## src/sb_pkg.sv

```systemverilog
package sb_pkg;

    ////////////////////
    // packet geometry
    ////////////////////
    localparam int SB_PACKET_W   = 64;  // one sideband packet
    localparam int SB_DATA_W     = 16;  // payload word
    localparam int SB_MSG_NO_W   = 4;
    localparam int SB_MSG_INFO_W = 3;
    localparam int SB_CNT_W      = 6;   // counts 0..63 bits
    localparam int SB_OPCODE_W   = 5;

    // field positions, lsb of each field
    localparam int SB_OPCODE_LSB   = 0;
    localparam int SB_MSG_NO_LSB   = 5;
    localparam int SB_MSG_INFO_LSB = 9;
    localparam int SB_DATA_LSB     = 12;  // also the header width
    localparam int SB_DP_BIT       = 28;  // data parity
    localparam int SB_CP_BIT       = 29;  // control parity, reserved above

    ////////////////////
    // encodings
    ////////////////////
    typedef enum logic [SB_OPCODE_W-1:0] {
        SB_OP_MSG_NODATA = 5'b10010,  // message only
        SB_OP_MSG_DATA16 = 5'b11011   // message + 16b data
    } sb_opcode_e;

    typedef enum logic {
        SER_IDLE  = 1'b0,
        SER_SHIFT = 1'b1
    } sb_ser_state_e;

    ////////////////////
    // parity rules
    ////////////////////
    // xor of the 16 data bits
    function automatic logic sb_data_parity(input logic [SB_PACKET_W-1:0] pkt);
        return ^pkt[SB_DATA_LSB +: SB_DATA_W];
    endfunction

    // xor of header bits 0..11
    function automatic logic sb_ctrl_parity(input logic [SB_PACKET_W-1:0] pkt);
        return ^pkt[SB_DATA_LSB-1:0];
    endfunction

endpackage

```

## src/sb_packet_builder.sv

```systemverilog
`timescale 1ns/1ns
module sb_packet_builder (
    input  logic                             i_pll_sb_clk,
    input  logic                             i_rst_n,
    // message from the link state machine
    input  logic                             i_tx_msg_valid,
    input  logic [sb_pkg::SB_MSG_NO_W-1:0]   i_tx_msg_no,
    input  logic [sb_pkg::SB_MSG_INFO_W-1:0] i_tx_msg_info,
    input  logic                             i_tx_data_valid,  // selects data opcode
    input  logic [sb_pkg::SB_DATA_W-1:0]     i_tx_data_bus,
    output logic                             o_busy,
    // to serializer
    input  logic                             i_pkt_take,       // frees holding reg
    output logic                             o_pkt_valid,
    output logic [sb_pkg::SB_PACKET_W-1:0]   o_pkt_data
);
    import sb_pkg::*;

    logic                   full;      // holding reg occupied
    logic                   accept;    // message taken this edge
    sb_opcode_e             opcode;
    logic [SB_PACKET_W-1:0] pkt_next;  // packet formed from inputs

    ////////////////////
    // handshake
    ////////////////////
    assign o_busy      = full & ~i_pkt_take;  // a take this cycle makes room
    assign accept      = i_tx_msg_valid & ~o_busy;
    assign o_pkt_valid = full;

    assign opcode = i_tx_data_valid ? SB_OP_MSG_DATA16 : SB_OP_MSG_NODATA;

    ////////////////////
    // packet format
    ////////////////////
    always_comb begin
        pkt_next = '0;  // reserved bits 30..63
        pkt_next[SB_OPCODE_LSB +: SB_OPCODE_W]     = opcode;
        pkt_next[SB_MSG_NO_LSB +: SB_MSG_NO_W]     = i_tx_msg_no;
        pkt_next[SB_MSG_INFO_LSB +: SB_MSG_INFO_W] = i_tx_msg_info;
        if (i_tx_data_valid) begin
            pkt_next[SB_DATA_LSB +: SB_DATA_W] = i_tx_data_bus;  // else left at zero
        end
        // parity over the fields written above
        pkt_next[SB_DP_BIT] = sb_data_parity(pkt_next);
        pkt_next[SB_CP_BIT] = sb_ctrl_parity(pkt_next);
    end

    always_ff @(posedge i_pll_sb_clk) begin
        if (!i_rst_n) begin
            full <= 1'b0;
        end else if (accept) begin
            full <= 1'b1;  // new packet, even if the old one leaves now
        end else if (i_pkt_take) begin
            full <= 1'b0;
        end
    end

    // holding register
    always_ff @(posedge i_pll_sb_clk) begin
        if (accept) begin
            o_pkt_data <= pkt_next;
        end
    end

    // a refused message stays on offer, unchanged, until it is accepted
    a_tx_hold: assert property (@(posedge i_pll_sb_clk) disable iff (!i_rst_n)
        (i_tx_msg_valid && o_busy) |=> (i_tx_msg_valid &&
            $stable({i_tx_msg_no, i_tx_msg_info, i_tx_data_valid, i_tx_data_bus})));

endmodule

```

## src/sb_serializer.sv

```systemverilog
`timescale 1ns/1ns
module sb_serializer (
    input  logic                           i_pll_sb_clk,
    input  logic                           i_rst_n,
    // from packet builder
    input  logic                           i_pkt_valid,
    input  logic [sb_pkg::SB_PACKET_W-1:0] i_pkt_data,
    output logic                           o_pkt_take,  // one-cycle load pulse
    // to the sideband serializer
    output logic                           o_sb_ser_data,
    output logic                           o_sb_ser_en,
    output logic                           o_sb_packet_finished
);
    import sb_pkg::*;

    sb_ser_state_e          state;
    logic [SB_PACKET_W-1:0] shift_q;  // lsb goes out first
    logic [SB_CNT_W-1:0]    bit_cnt;  // index of the bit on the line
    logic                   last_bit;

    assign last_bit = (state == SER_SHIFT) && (bit_cnt == SB_CNT_W'(SB_PACKET_W - 1));

    // load when idle, or on the last bit to stream without a gap
    assign o_pkt_take = i_pkt_valid && ((state == SER_IDLE) || last_bit);

    assign o_sb_ser_en          = (state == SER_SHIFT);
    assign o_sb_ser_data        = shift_q[0] & o_sb_ser_en;  // line low when idle
    assign o_sb_packet_finished = last_bit;

    ////////////////////
    // fsm
    ////////////////////
    always_ff @(posedge i_pll_sb_clk) begin
        if (!i_rst_n) begin
            state   <= SER_IDLE;
            bit_cnt <= '0;
        end else begin
            case (state)
                SER_IDLE: begin
                    bit_cnt <= '0;
                    if (i_pkt_valid) begin
                        state <= SER_SHIFT;
                    end
                end
                SER_SHIFT: begin
                    bit_cnt <= bit_cnt + 1'b1;  // wraps to 0 after bit 63
                    if (last_bit && !i_pkt_valid) begin
                        state <= SER_IDLE;  // nothing held
                    end
                end
                default: state <= SER_IDLE;
            endcase
        end
    end

    // shift register
    always_ff @(posedge i_pll_sb_clk) begin
        if (o_pkt_take) begin
            shift_q <= i_pkt_data;
        end else if (o_sb_ser_en) begin
            shift_q <= shift_q >> 1;
        end
    end

    // an offered packet stays put until it is loaded
    a_pkt_hold: assert property (@(posedge i_pll_sb_clk) disable iff (!i_rst_n)
        (i_pkt_valid && !o_pkt_take) |=> (i_pkt_valid && $stable(i_pkt_data)));

endmodule

```

## src/sb_deserializer.sv

```systemverilog
`timescale 1ns/1ns
module sb_deserializer (
    input  logic                           i_pll_sb_clk,
    input  logic                           i_rst_n,
    // from the sideband deserializer
    input  logic                           i_sb_deser_data,
    input  logic                           i_sb_deser_en,   // one bit per enabled cycle
    // to packet decoder
    output logic                           o_rx_pkt_valid,  // one-cycle pulse
    output logic [sb_pkg::SB_PACKET_W-1:0] o_rx_pkt_data
);
    import sb_pkg::*;

    logic [SB_PACKET_W-1:0] shift_q;
    logic [SB_PACKET_W-1:0] shift_next;  // shift_q with the incoming bit on top
    logic [SB_CNT_W-1:0]    bit_cnt;
    logic                   wrap;        // 64th bit being sampled

    // new bit enters at msb, first bit ends up at bit 0
    assign shift_next = {i_sb_deser_data, shift_q[SB_PACKET_W-1:1]};
    assign wrap       = i_sb_deser_en && (bit_cnt == SB_CNT_W'(SB_PACKET_W - 1));

    ////////////////////
    // bit counter
    ////////////////////
    always_ff @(posedge i_pll_sb_clk) begin
        if (!i_rst_n) begin
            bit_cnt        <= '0;
            o_rx_pkt_valid <= 1'b0;
        end else begin
            o_rx_pkt_valid <= wrap;
            if (i_sb_deser_en) begin
                bit_cnt <= bit_cnt + 1'b1;  // rolls over at 64
            end
        end
    end

    always_ff @(posedge i_pll_sb_clk) begin
        if (i_sb_deser_en) begin
            shift_q <= shift_next;
        end
        if (wrap) begin
            o_rx_pkt_data <= shift_next;  // full packet
        end
    end

endmodule

```

## src/sb_packet_decoder.sv

```systemverilog
`timescale 1ns/1ns
module sb_packet_decoder (
    input  logic                             i_pll_sb_clk,
    input  logic                             i_rst_n,
    // from deserializer
    input  logic                             i_rx_pkt_valid,
    input  logic [sb_pkg::SB_PACKET_W-1:0]   i_rx_pkt_data,
    // decoded message
    output logic                             o_rx_msg_valid,  // one-cycle pulse
    output logic [sb_pkg::SB_MSG_NO_W-1:0]   o_rx_msg_no,
    output logic [sb_pkg::SB_MSG_INFO_W-1:0] o_rx_msg_info,
    output logic [sb_pkg::SB_DATA_W-1:0]     o_rx_data_bus,
    output logic                             o_rx_data_valid,
    output logic                             o_parity_error
);
    import sb_pkg::*;

    sb_opcode_e opcode;
    logic       op_data16;
    logic       op_known;
    logic       dp_bad;    // data parity mismatch
    logic       cp_bad;    // control parity mismatch
    logic       rsvd_bad;  // reserved bits set
    logic       pkt_err;

    assign opcode    = sb_opcode_e'(i_rx_pkt_data[SB_OPCODE_LSB +: SB_OPCODE_W]);
    assign op_data16 = (opcode == SB_OP_MSG_DATA16);
    assign op_known  = op_data16 || (opcode == SB_OP_MSG_NODATA);

    ////////////////////
    // error checks
    ////////////////////
    assign dp_bad   = i_rx_pkt_data[SB_DP_BIT] != sb_data_parity(i_rx_pkt_data);
    assign cp_bad   = i_rx_pkt_data[SB_CP_BIT] != sb_ctrl_parity(i_rx_pkt_data);
    assign rsvd_bad = |i_rx_pkt_data[SB_PACKET_W-1:SB_CP_BIT+1];
    assign pkt_err  = dp_bad | cp_bad | rsvd_bad | ~op_known;

    always_ff @(posedge i_pll_sb_clk) begin
        if (!i_rst_n) begin
            o_rx_msg_valid <= 1'b0;
            o_parity_error <= 1'b0;
        end else begin
            o_rx_msg_valid <= i_rx_pkt_valid;
            o_parity_error <= i_rx_pkt_valid & pkt_err;  // flagged with its message only
        end
    end

    // message fields
    always_ff @(posedge i_pll_sb_clk) begin
        if (i_rx_pkt_valid) begin
            o_rx_msg_no     <= i_rx_pkt_data[SB_MSG_NO_LSB +: SB_MSG_NO_W];
            o_rx_msg_info   <= i_rx_pkt_data[SB_MSG_INFO_LSB +: SB_MSG_INFO_W];
            o_rx_data_valid <= op_data16;
            o_rx_data_bus   <= op_data16 ? i_rx_pkt_data[SB_DATA_LSB +: SB_DATA_W] : '0;
        end
    end

    // each received packet is flagged once, so it decodes to one message
    a_pkt_pulse: assert property (@(posedge i_pll_sb_clk) disable iff (!i_rst_n)
        i_rx_pkt_valid |=> !i_rx_pkt_valid);

endmodule

```

## src/sb_phy_link.sv

```systemverilog
`timescale 1ns/1ns
module sb_phy_link (
    input  logic                             i_pll_sb_clk,  // sideband pll clock
    input  logic                             i_rst_n,
    // transmit message
    input  logic                             i_tx_msg_valid,
    input  logic [sb_pkg::SB_MSG_NO_W-1:0]   i_tx_msg_no,
    input  logic [sb_pkg::SB_MSG_INFO_W-1:0] i_tx_msg_info,
    input  logic                             i_tx_data_valid,
    input  logic [sb_pkg::SB_DATA_W-1:0]     i_tx_data_bus,
    output logic                             o_busy,
    // serial out
    output logic                             o_sb_ser_data,
    output logic                             o_sb_ser_en,
    output logic                             o_sb_packet_finished,
    // serial in
    input  logic                             i_sb_deser_data,
    input  logic                             i_sb_deser_en,
    // received message
    output logic                             o_rx_msg_valid,
    output logic [sb_pkg::SB_MSG_NO_W-1:0]   o_rx_msg_no,
    output logic [sb_pkg::SB_MSG_INFO_W-1:0] o_rx_msg_info,
    output logic [sb_pkg::SB_DATA_W-1:0]     o_rx_data_bus,
    output logic                             o_rx_data_valid,
    output logic                             o_parity_error
);
    import sb_pkg::*;

    ////////////////////
    // internal signals
    ////////////////////
    logic                   pkt_valid;     // builder holds a packet
    logic                   pkt_take;
    logic [SB_PACKET_W-1:0] pkt_data;
    logic                   rx_pkt_valid;
    logic [SB_PACKET_W-1:0] rx_pkt_data;

    ////////////////////
    // transmit path
    ////////////////////
    sb_packet_builder sb_packet_builder_i (
        .i_pll_sb_clk    (i_pll_sb_clk),
        .i_rst_n         (i_rst_n),
        .i_tx_msg_valid  (i_tx_msg_valid),
        .i_tx_msg_no     (i_tx_msg_no),
        .i_tx_msg_info   (i_tx_msg_info),
        .i_tx_data_valid (i_tx_data_valid),
        .i_tx_data_bus   (i_tx_data_bus),
        .o_busy          (o_busy),
        .i_pkt_take      (pkt_take),
        .o_pkt_valid     (pkt_valid),
        .o_pkt_data      (pkt_data)
    );

    sb_serializer sb_serializer_i (
        .i_pll_sb_clk         (i_pll_sb_clk),
        .i_rst_n              (i_rst_n),
        .i_pkt_valid          (pkt_valid),
        .i_pkt_data           (pkt_data),
        .o_pkt_take           (pkt_take),
        .o_sb_ser_data        (o_sb_ser_data),
        .o_sb_ser_en          (o_sb_ser_en),
        .o_sb_packet_finished (o_sb_packet_finished)
    );

    ////////////////////
    // receive path
    ////////////////////
    sb_deserializer sb_deserializer_i (
        .i_pll_sb_clk    (i_pll_sb_clk),
        .i_rst_n         (i_rst_n),
        .i_sb_deser_data (i_sb_deser_data),
        .i_sb_deser_en   (i_sb_deser_en),
        .o_rx_pkt_valid  (rx_pkt_valid),
        .o_rx_pkt_data   (rx_pkt_data)
    );

    sb_packet_decoder sb_packet_decoder_i (
        .i_pll_sb_clk    (i_pll_sb_clk),
        .i_rst_n         (i_rst_n),
        .i_rx_pkt_valid  (rx_pkt_valid),
        .i_rx_pkt_data   (rx_pkt_data),
        .o_rx_msg_valid  (o_rx_msg_valid),
        .o_rx_msg_no     (o_rx_msg_no),
        .o_rx_msg_info   (o_rx_msg_info),
        .o_rx_data_bus   (o_rx_data_bus),
        .o_rx_data_valid (o_rx_data_valid),
        .o_parity_error  (o_parity_error)
    );

endmodule

```

## config.mk

```make
export PLATFORM = sky130hd
export DESIGN_NAME = sb_phy_link
export DESIGN_NICKNAME = d
export VERILOG_FILES = /design/src/sb_pkg.sv /design/src/sb_packet_builder.sv /design/src/sb_serializer.sv /design/src/sb_deserializer.sv /design/src/sb_packet_decoder.sv /design/src/sb_phy_link.sv
export SDC_FILE = /design/constraint.sdc
export NUM_CORES = 1
export LEC_CHECK = 0
export ABC_AREA = 1
export ABC_CLOCK_PERIOD_IN_PS = 8900
export BUFFER_PORTS_ARGS = -buffer_cell sky130_fd_sc_hd__clkbuf_2
export CAP_MARGIN = 20
export CELL_PAD_IN_SITES_DETAIL_PLACEMENT = 1
export CELL_PAD_IN_SITES_GLOBAL_PLACEMENT = 1
export CORE_UTILIZATION = 40
export CTS_CLUSTER_SIZE = 10
export DETAILED_ROUTE_END_ITERATION = 8
export MAX_ROUTING_LAYER = met4
export PLACE_DENSITY_LB_ADDON = 0.1
export SLEW_MARGIN = 10
export SYNTH_ARGS = -nofsm -noshare
export SYNTH_HDL_FRONTEND = slang
export SYNTH_HIERARCHICAL = 1
export SYNTH_SLANG_ARGS = --single-unit
```

## constraint.sdc

```tcl
create_clock -name i_pll_sb_clk -period 8.9 [get_ports i_pll_sb_clk]
set_clock_uncertainty 0.1 [all_clocks]
set_input_delay 0.445 -clock i_pll_sb_clk [delete_from_list [all_inputs] [get_ports i_pll_sb_clk]]
set_output_delay 0.445 -clock i_pll_sb_clk [all_outputs]
set_load 0.005 [all_outputs]
```

# After elaboration in Yosys (flattened, before gate mapping)
# Index checks and enable logic that the tools add are counted.
# word_totals
reg_bits	262
in_bits	29
output_inout_bits	30
elab_cells	59
# op_classes
addsub	2
n_eq_ne	6
mux	10
bitwise	11
n_reduce_logical	14
# op_table
op	n
63-bit 2-to-1 mux	1
34-bit OR reduction	1
16-bit XOR reduction	2
30-bit 2-to-1 mux	1
12-bit XOR reduction	2
16-bit 2-to-1 mux	1
6-bit by 1-bit adder with 6-bit output (second input constant)	2
6-bit equality test (second input constant)	2
6-bit case mux with 2 select lines	1
5-bit equality test (second input constant)	2
1-bit bitwise AND	4
1-bit logical AND	4
1-bit 2-to-1 mux	4
4-bit 2-to-1 mux	1
1-bit inverter	4
2-bit nonzero test	2
1-bit OR	3
1-bit logical OR	2
1-bit != test	2
1-bit case mux with 2 select lines	1
1-bit zero test	1

# Logic depth before layout (Yosys ltp)
# logic_depth
ltp_word	9
depth_mapped	12
ltp_nobuf	12

# By module
# Netlist, hierarchy kept.
# by_module_without_submodules
mod	n_inst	cells_each	area_each_um2	seq_area_each_um2
sb_deserializer	1	168	4141.5	3953.8
sb_serializer	1	317	3169.3	2062.0
sb_packet_builder	1	198	1735.4	800.8
sb_packet_decoder	1	196	1559.0	760.7

# Worst setup path after synthesis
# Ideal clock, no wire load.
# synth_timing
path_kind	register to register
from	reg sb_deserializer_i.bit_cnt[0]
to	reg sb_deserializer_i/o_rx_pkt_data[0] (netlist bit) (enable)
setup_time_ns	0.487
arrival_time_ns	3.498
required_time_ns	8.313
slack_ns	4.816
path_stages_with_launch	6
path_buffers	0
period_less_slack_ns	4.084
cell_sequence	dfxtp_1 > ha_1 > nand3_2 > nor2_2 > inv_1 > nor2_1
# synth_via
elab_chain_cells	2
# synth_rtl
element	line_no	rtl
start: declaration	sb_deserializer.sv:16	logic [SB_CNT_W-1:0] bit_cnt;
start signal: assignment	sb_deserializer.sv:33	bit_cnt <= bit_cnt + 1'b1;
6-bit equality test	sb_deserializer.sv:21	assign wrap = i_sb_deser_en && (bit_cnt == SB_CNT_W'(SB_PACKET_W - 1));
1-bit logical AND	sb_deserializer.sv:21	
net sb_deserializer_i.wrap	sb_deserializer.sv:17	logic wrap;
end signal: assignment	sb_deserializer.sv:43	o_rx_pkt_data <= shift_next;
end: declaration	sb_deserializer.sv:10	output logic [sb_pkg::SB_PACKET_W-1:0] o_rx_pkt_data
# The timed path passes the listed nets, and every way through them passes these cells.
# A chain may end at the register's enable or synchronous reset.

# Worst setup path after layout
# layout_timing
from	reg sb_packet_builder_i.full (netlist: sb_packet_builder_i/o_pkt_valid)
to	out o_busy
# layout_via
elab_chain_cells	3
# layout_rtl
element	line_no	rtl
start: declaration	sb_packet_builder.sv:19	logic full;
start signal: assignment	sb_packet_builder.sv:51	full <= 1'b0;
start signal: assignment	sb_packet_builder.sv:53	full <= 1'b1;
start signal: assignment	sb_packet_builder.sv:55	full <= 1'b0;
1-bit logical AND	sb_serializer.sv:24	assign o_pkt_take = i_pkt_valid && ((state == SER_IDLE) || last_bit);
net pkt_take	sb_phy_link.sv:33	logic pkt_take;
1-bit inverter	sb_packet_builder.sv:27	assign o_busy = full & ~i_pkt_take;
1-bit bitwise AND	sb_packet_builder.sv:27	
end: declaration	sb_phy_link.sv:11	output logic o_busy,
# The timed path passes the listed nets, and every way through them passes these cells.

==> results.md <==
* Die Wd at 165 um
* Hold crit path type: in2reg
* Yosys top cell area share at between 60% and 70%
* Met1 wire length at 8290 um
* Critical Path RT at 8.36 ns
* Slowest CP cell: dfxtp_2
* CP endpoint: o_busy
* GPL Wtd Cong at about 0.68
* Boundary pin count at 59
* DRT iter0 DRCs at roughly 300
* Nets@finish at 990
* Delay-heaviest family, CP: buffers and inverters
* Vias per cell at 4.56
* Worst r2r dst: sb_packet_builder_i/o_pkt_data[15]
* Clk sinks at 258
* Hpwl dp at ~11000 um
* Reg2reg start: sb_packet_builder_i/o_pkt_valid
* CTS root buffer: clkbuf_16
* Maximum vdd drop at 0.000129 V
* Hold_ws at 0.0289 ns
* Design area at 12000 sq um
* Critical path data arrival time at 2.21 ns
* Final setup fails at 0
* Critical path origin: sb_packet_builder_i/o_pkt_valid
* Placed Area at 11100 sq um
* Max-Cap Viols at 0
* Worst rel slew slack at 41.7%
* Row Count at 59
* Sequential power share at 54.3%
* Crit Path Category: reg2out
* Max Used Layer: met4
* Status: completed
* Setup TNS at 0 ns
* Crit path time final at 2.76 ns
* Gate power share at 5.2%
* Vias in the first global route at 5889
* R2R Setup Slk at 6.48 ns
* Core area at 26100 sq um
* Remaining Overflow, GRT at 0
* FMAX at between 0.3 and 0.4 GHz
* CTS tree: built
* PortBufs at 58
* Tightest Pin Transition at a little under 0.9 ns
* Switch share at 21.4%
* Worst hold start: i_tx_msg_no[3]
* Initial antenna violation count at 0
* Initial Utilization at 40.7%
* Ys Warns at 6
* Max FO, Critical Path at 36
* Post-route antenna net violation count at 0
* Clock Pin Slew Worst Setup and Hold Paths at 0.05 ns
* RSZ-0062 raised after global routing: false
* FF-to-FF path depth at 8
* Tot GR Track Use at 13.8%
* CP startpoint kind: flip-flop
* Global-route wire length before repair at 28900 um
* Unique cell type count in the Yosys netlist at 36
* Overall Power at 2.65 mW
* DRC violations left at 0
* Die area at 27200 sq um
* Max-slew violation count at 0
* Avg WL per Cell at 13.6 um
* Crit path top cell by count: inv_1
* Met2 WL at 8550 um
* Internal Pwr Total at 2.08 mW
* Share of layout cells above drive strength 1 at 13.7%
* Diode count at 0
* Cell area after synthesis at approximately 11000 sq um
* Worst-path cell chain: buf_4 -> nand2_2 -> inv_1 -> inv_1 -> nand2_1 -> inv_1 -> clkbuf_2
* Kind of end point of the critical path: output pin
* Layout area overhead at 13.0%
* CP bufs+invs at 5
* Drt total wl at 17800 um
* Switching power at approximately 570 uW
* First drt pass iteration count at 4
* Leak pwr at 4.93 nW
* Seq cells post-synth at approximately 260
* Pwr/cell area at 221 nW/um^2
* Clock latency on the worst-skew pair at about 0.55 ns
* Final hold vios at 0
* Sequential fraction of the synthesis area at 71.4%
* Avg Cell Area, Syn at 12.1 sq um
* Syn Inst Count at 879
* Met3 WL post-DR at 585 um
* Die height at 165 um
* Yosys top cell by area: edfxtp_1
* Top area cells in the synthesized netlist: edfxtp_1 68%, nand2_1 9.4%, nand3_1 3.9%
* Fin crit share at 31.0%
* Via count at 5989
* Stages on the worst setup path at 7
* Clock share of power at 40.4%
* H-tree depth at 1
* CP peak stage delay at 0.71 ns
* Max clock buf depth at 3
* Pin count of the biggest net entering global routing at 71
* CTS buffer count at 30
* Layout fillers at 2774
## cells in the mapped netlist, drive strengths merged
master and n:
o21bai 1, nand3 87, nor2 59, a21boi 2, nand3b 4, clkbuf 8, inv 77, xnor2 14
dfxtp 17, nand2 276, buf 55, conb 2, a211oi 1, o21ai 7, ha 6, nor3 5
xor2 8, nand4 3, edfxtp 241, a21oi 6
## worst min path at each step
stage,end,depth (start not counted)
final,sb_packet_builder_i/o_pkt_data[8],1
after global routing,sb_packet_builder_i/o_pkt_data[8],1
after CTS,sb_packet_builder_i/o_pkt_data[8],1
after detailed placement,sb_deserializer_i/o_rx_pkt_data[0],0
after global placement,sb_deserializer_i/o_rx_pkt_data[0],0
after floorplan,sb_deserializer_i/o_rx_pkt_data[0],0
## layout by cell type (no fill, tap or decap), types with 4 or more instances in the layout
cell	instances
nand3_1	82
conb_1	37
clkbuf_16	30
nand3_2	4
xnor2_1	13
nand2_1	263
clkbuf_1	20
o21ai_0	6
a21oi_1	4
inv_1	75
clkbuf_2	58
dfxtp_1	16
xor2_1	8
nor2_2	5
buf_4	7
dlygate4sd3_1	6
nand3b_1	4
edfxtp_1	241
nor2_1	52
nand2_2	11
ha_1	6
## per-stage QoR
stage | cells | setup WS (ns) | utilization, %
after detailed placement | 1252 | 5.71 | 42.5
after CTS | 1312 | 6.07 | 46.0
final | 1312 | 6.14 | 46.0
after global routing | 1312 | 5.94 | 46.0
after floorplan | 914 | 4.82 | -
after global placement | 1251 | 5.80 | 42.4
## state kept, by name (all words and copies together), names as in the netlist
| signal | cells |
|---|---|
| sb_packet_decoder_i/o_rx_data_valid | 1 |
| sb_deserializer_i/shift_q | 63 |
| sb_packet_builder_i/o_pkt_data | 26 |
| sb_deserializer_i/o_rx_pkt_valid | 1 |
| sb_serializer_i/shift_q | 64 |
| sb_serializer_i/o_sb_ser_en | 1 |
| sb_packet_decoder_i/o_rx_msg_valid | 1 |
| sb_deserializer_i/bit_cnt | 6 |
| sb_packet_decoder_i/o_rx_msg_no | 4 |
| sb_deserializer_i/o_rx_pkt_data | 64 |
| sb_packet_decoder_i/o_rx_msg_info | 3 |
| sb_packet_builder_i/o_pkt_valid | 1 |
| sb_serializer_i/bit_cnt | 6 |
| sb_packet_decoder_i/o_parity_error | 1 |
| sb_packet_decoder_i/o_rx_data_bus | 16 |
## kinds of logic after synthesis
family          Yosys count  share of synthesized area (%)
simple gates            434                           17.6
other cells               2                         0.0708
compound gates           17                           1.04
fa+ha+maj                 6                          0.708
flops                   258                           71.4
xor+xnor                 22                           1.89
buf+inv                 140                           7.27
## worst reg2reg max path, delay by kind of cell, from the launching register on
kind | cells | cell delay (ns)
flops | 1 | 0.71
buf+inv | 5 | 0.98
simple gates | 3 | 0.28
## power by group through the flow
stage | logic (mW) | clock network [mW] | registers, mW
after detailed placement | 0.141 | 0 | 1.47
after CTS | 0.143 | 1.11 | 1.44
after global placement | 0.137 | 0 | 1.46
final | 0.139 | 1.07 | 1.44
after floorplan | 0.116 | 0 | 1.45
after global routing | 0.162 | 1.15 | 1.45
## what timing repair did
item,CTS,global route
hold buffers,6,0
hold endpoints to repair,7,0
gates resized for setup,0,0
setup buffers,0,0
## layer usage
layer  global-route usage [%]  up-vias
met5                        -        -
met4                     4.00        0
met3                     2.39       30
met2                     22.7       93
met1                     17.5     2849
li1                         -     3017
## final cells by class
type	instances	area, sq um	share of cell area (%)
multi-input cells	516	2410	20.1
clock buffers	50	826	6.89
repair buffers	72	430	3.59
inverters	77	289	2.41
flip-flops and latches	258	7580	63.2
clock inverters	4	30.0	0.251
well taps	335	419	3.50
(Power assumes the default switching activity.)
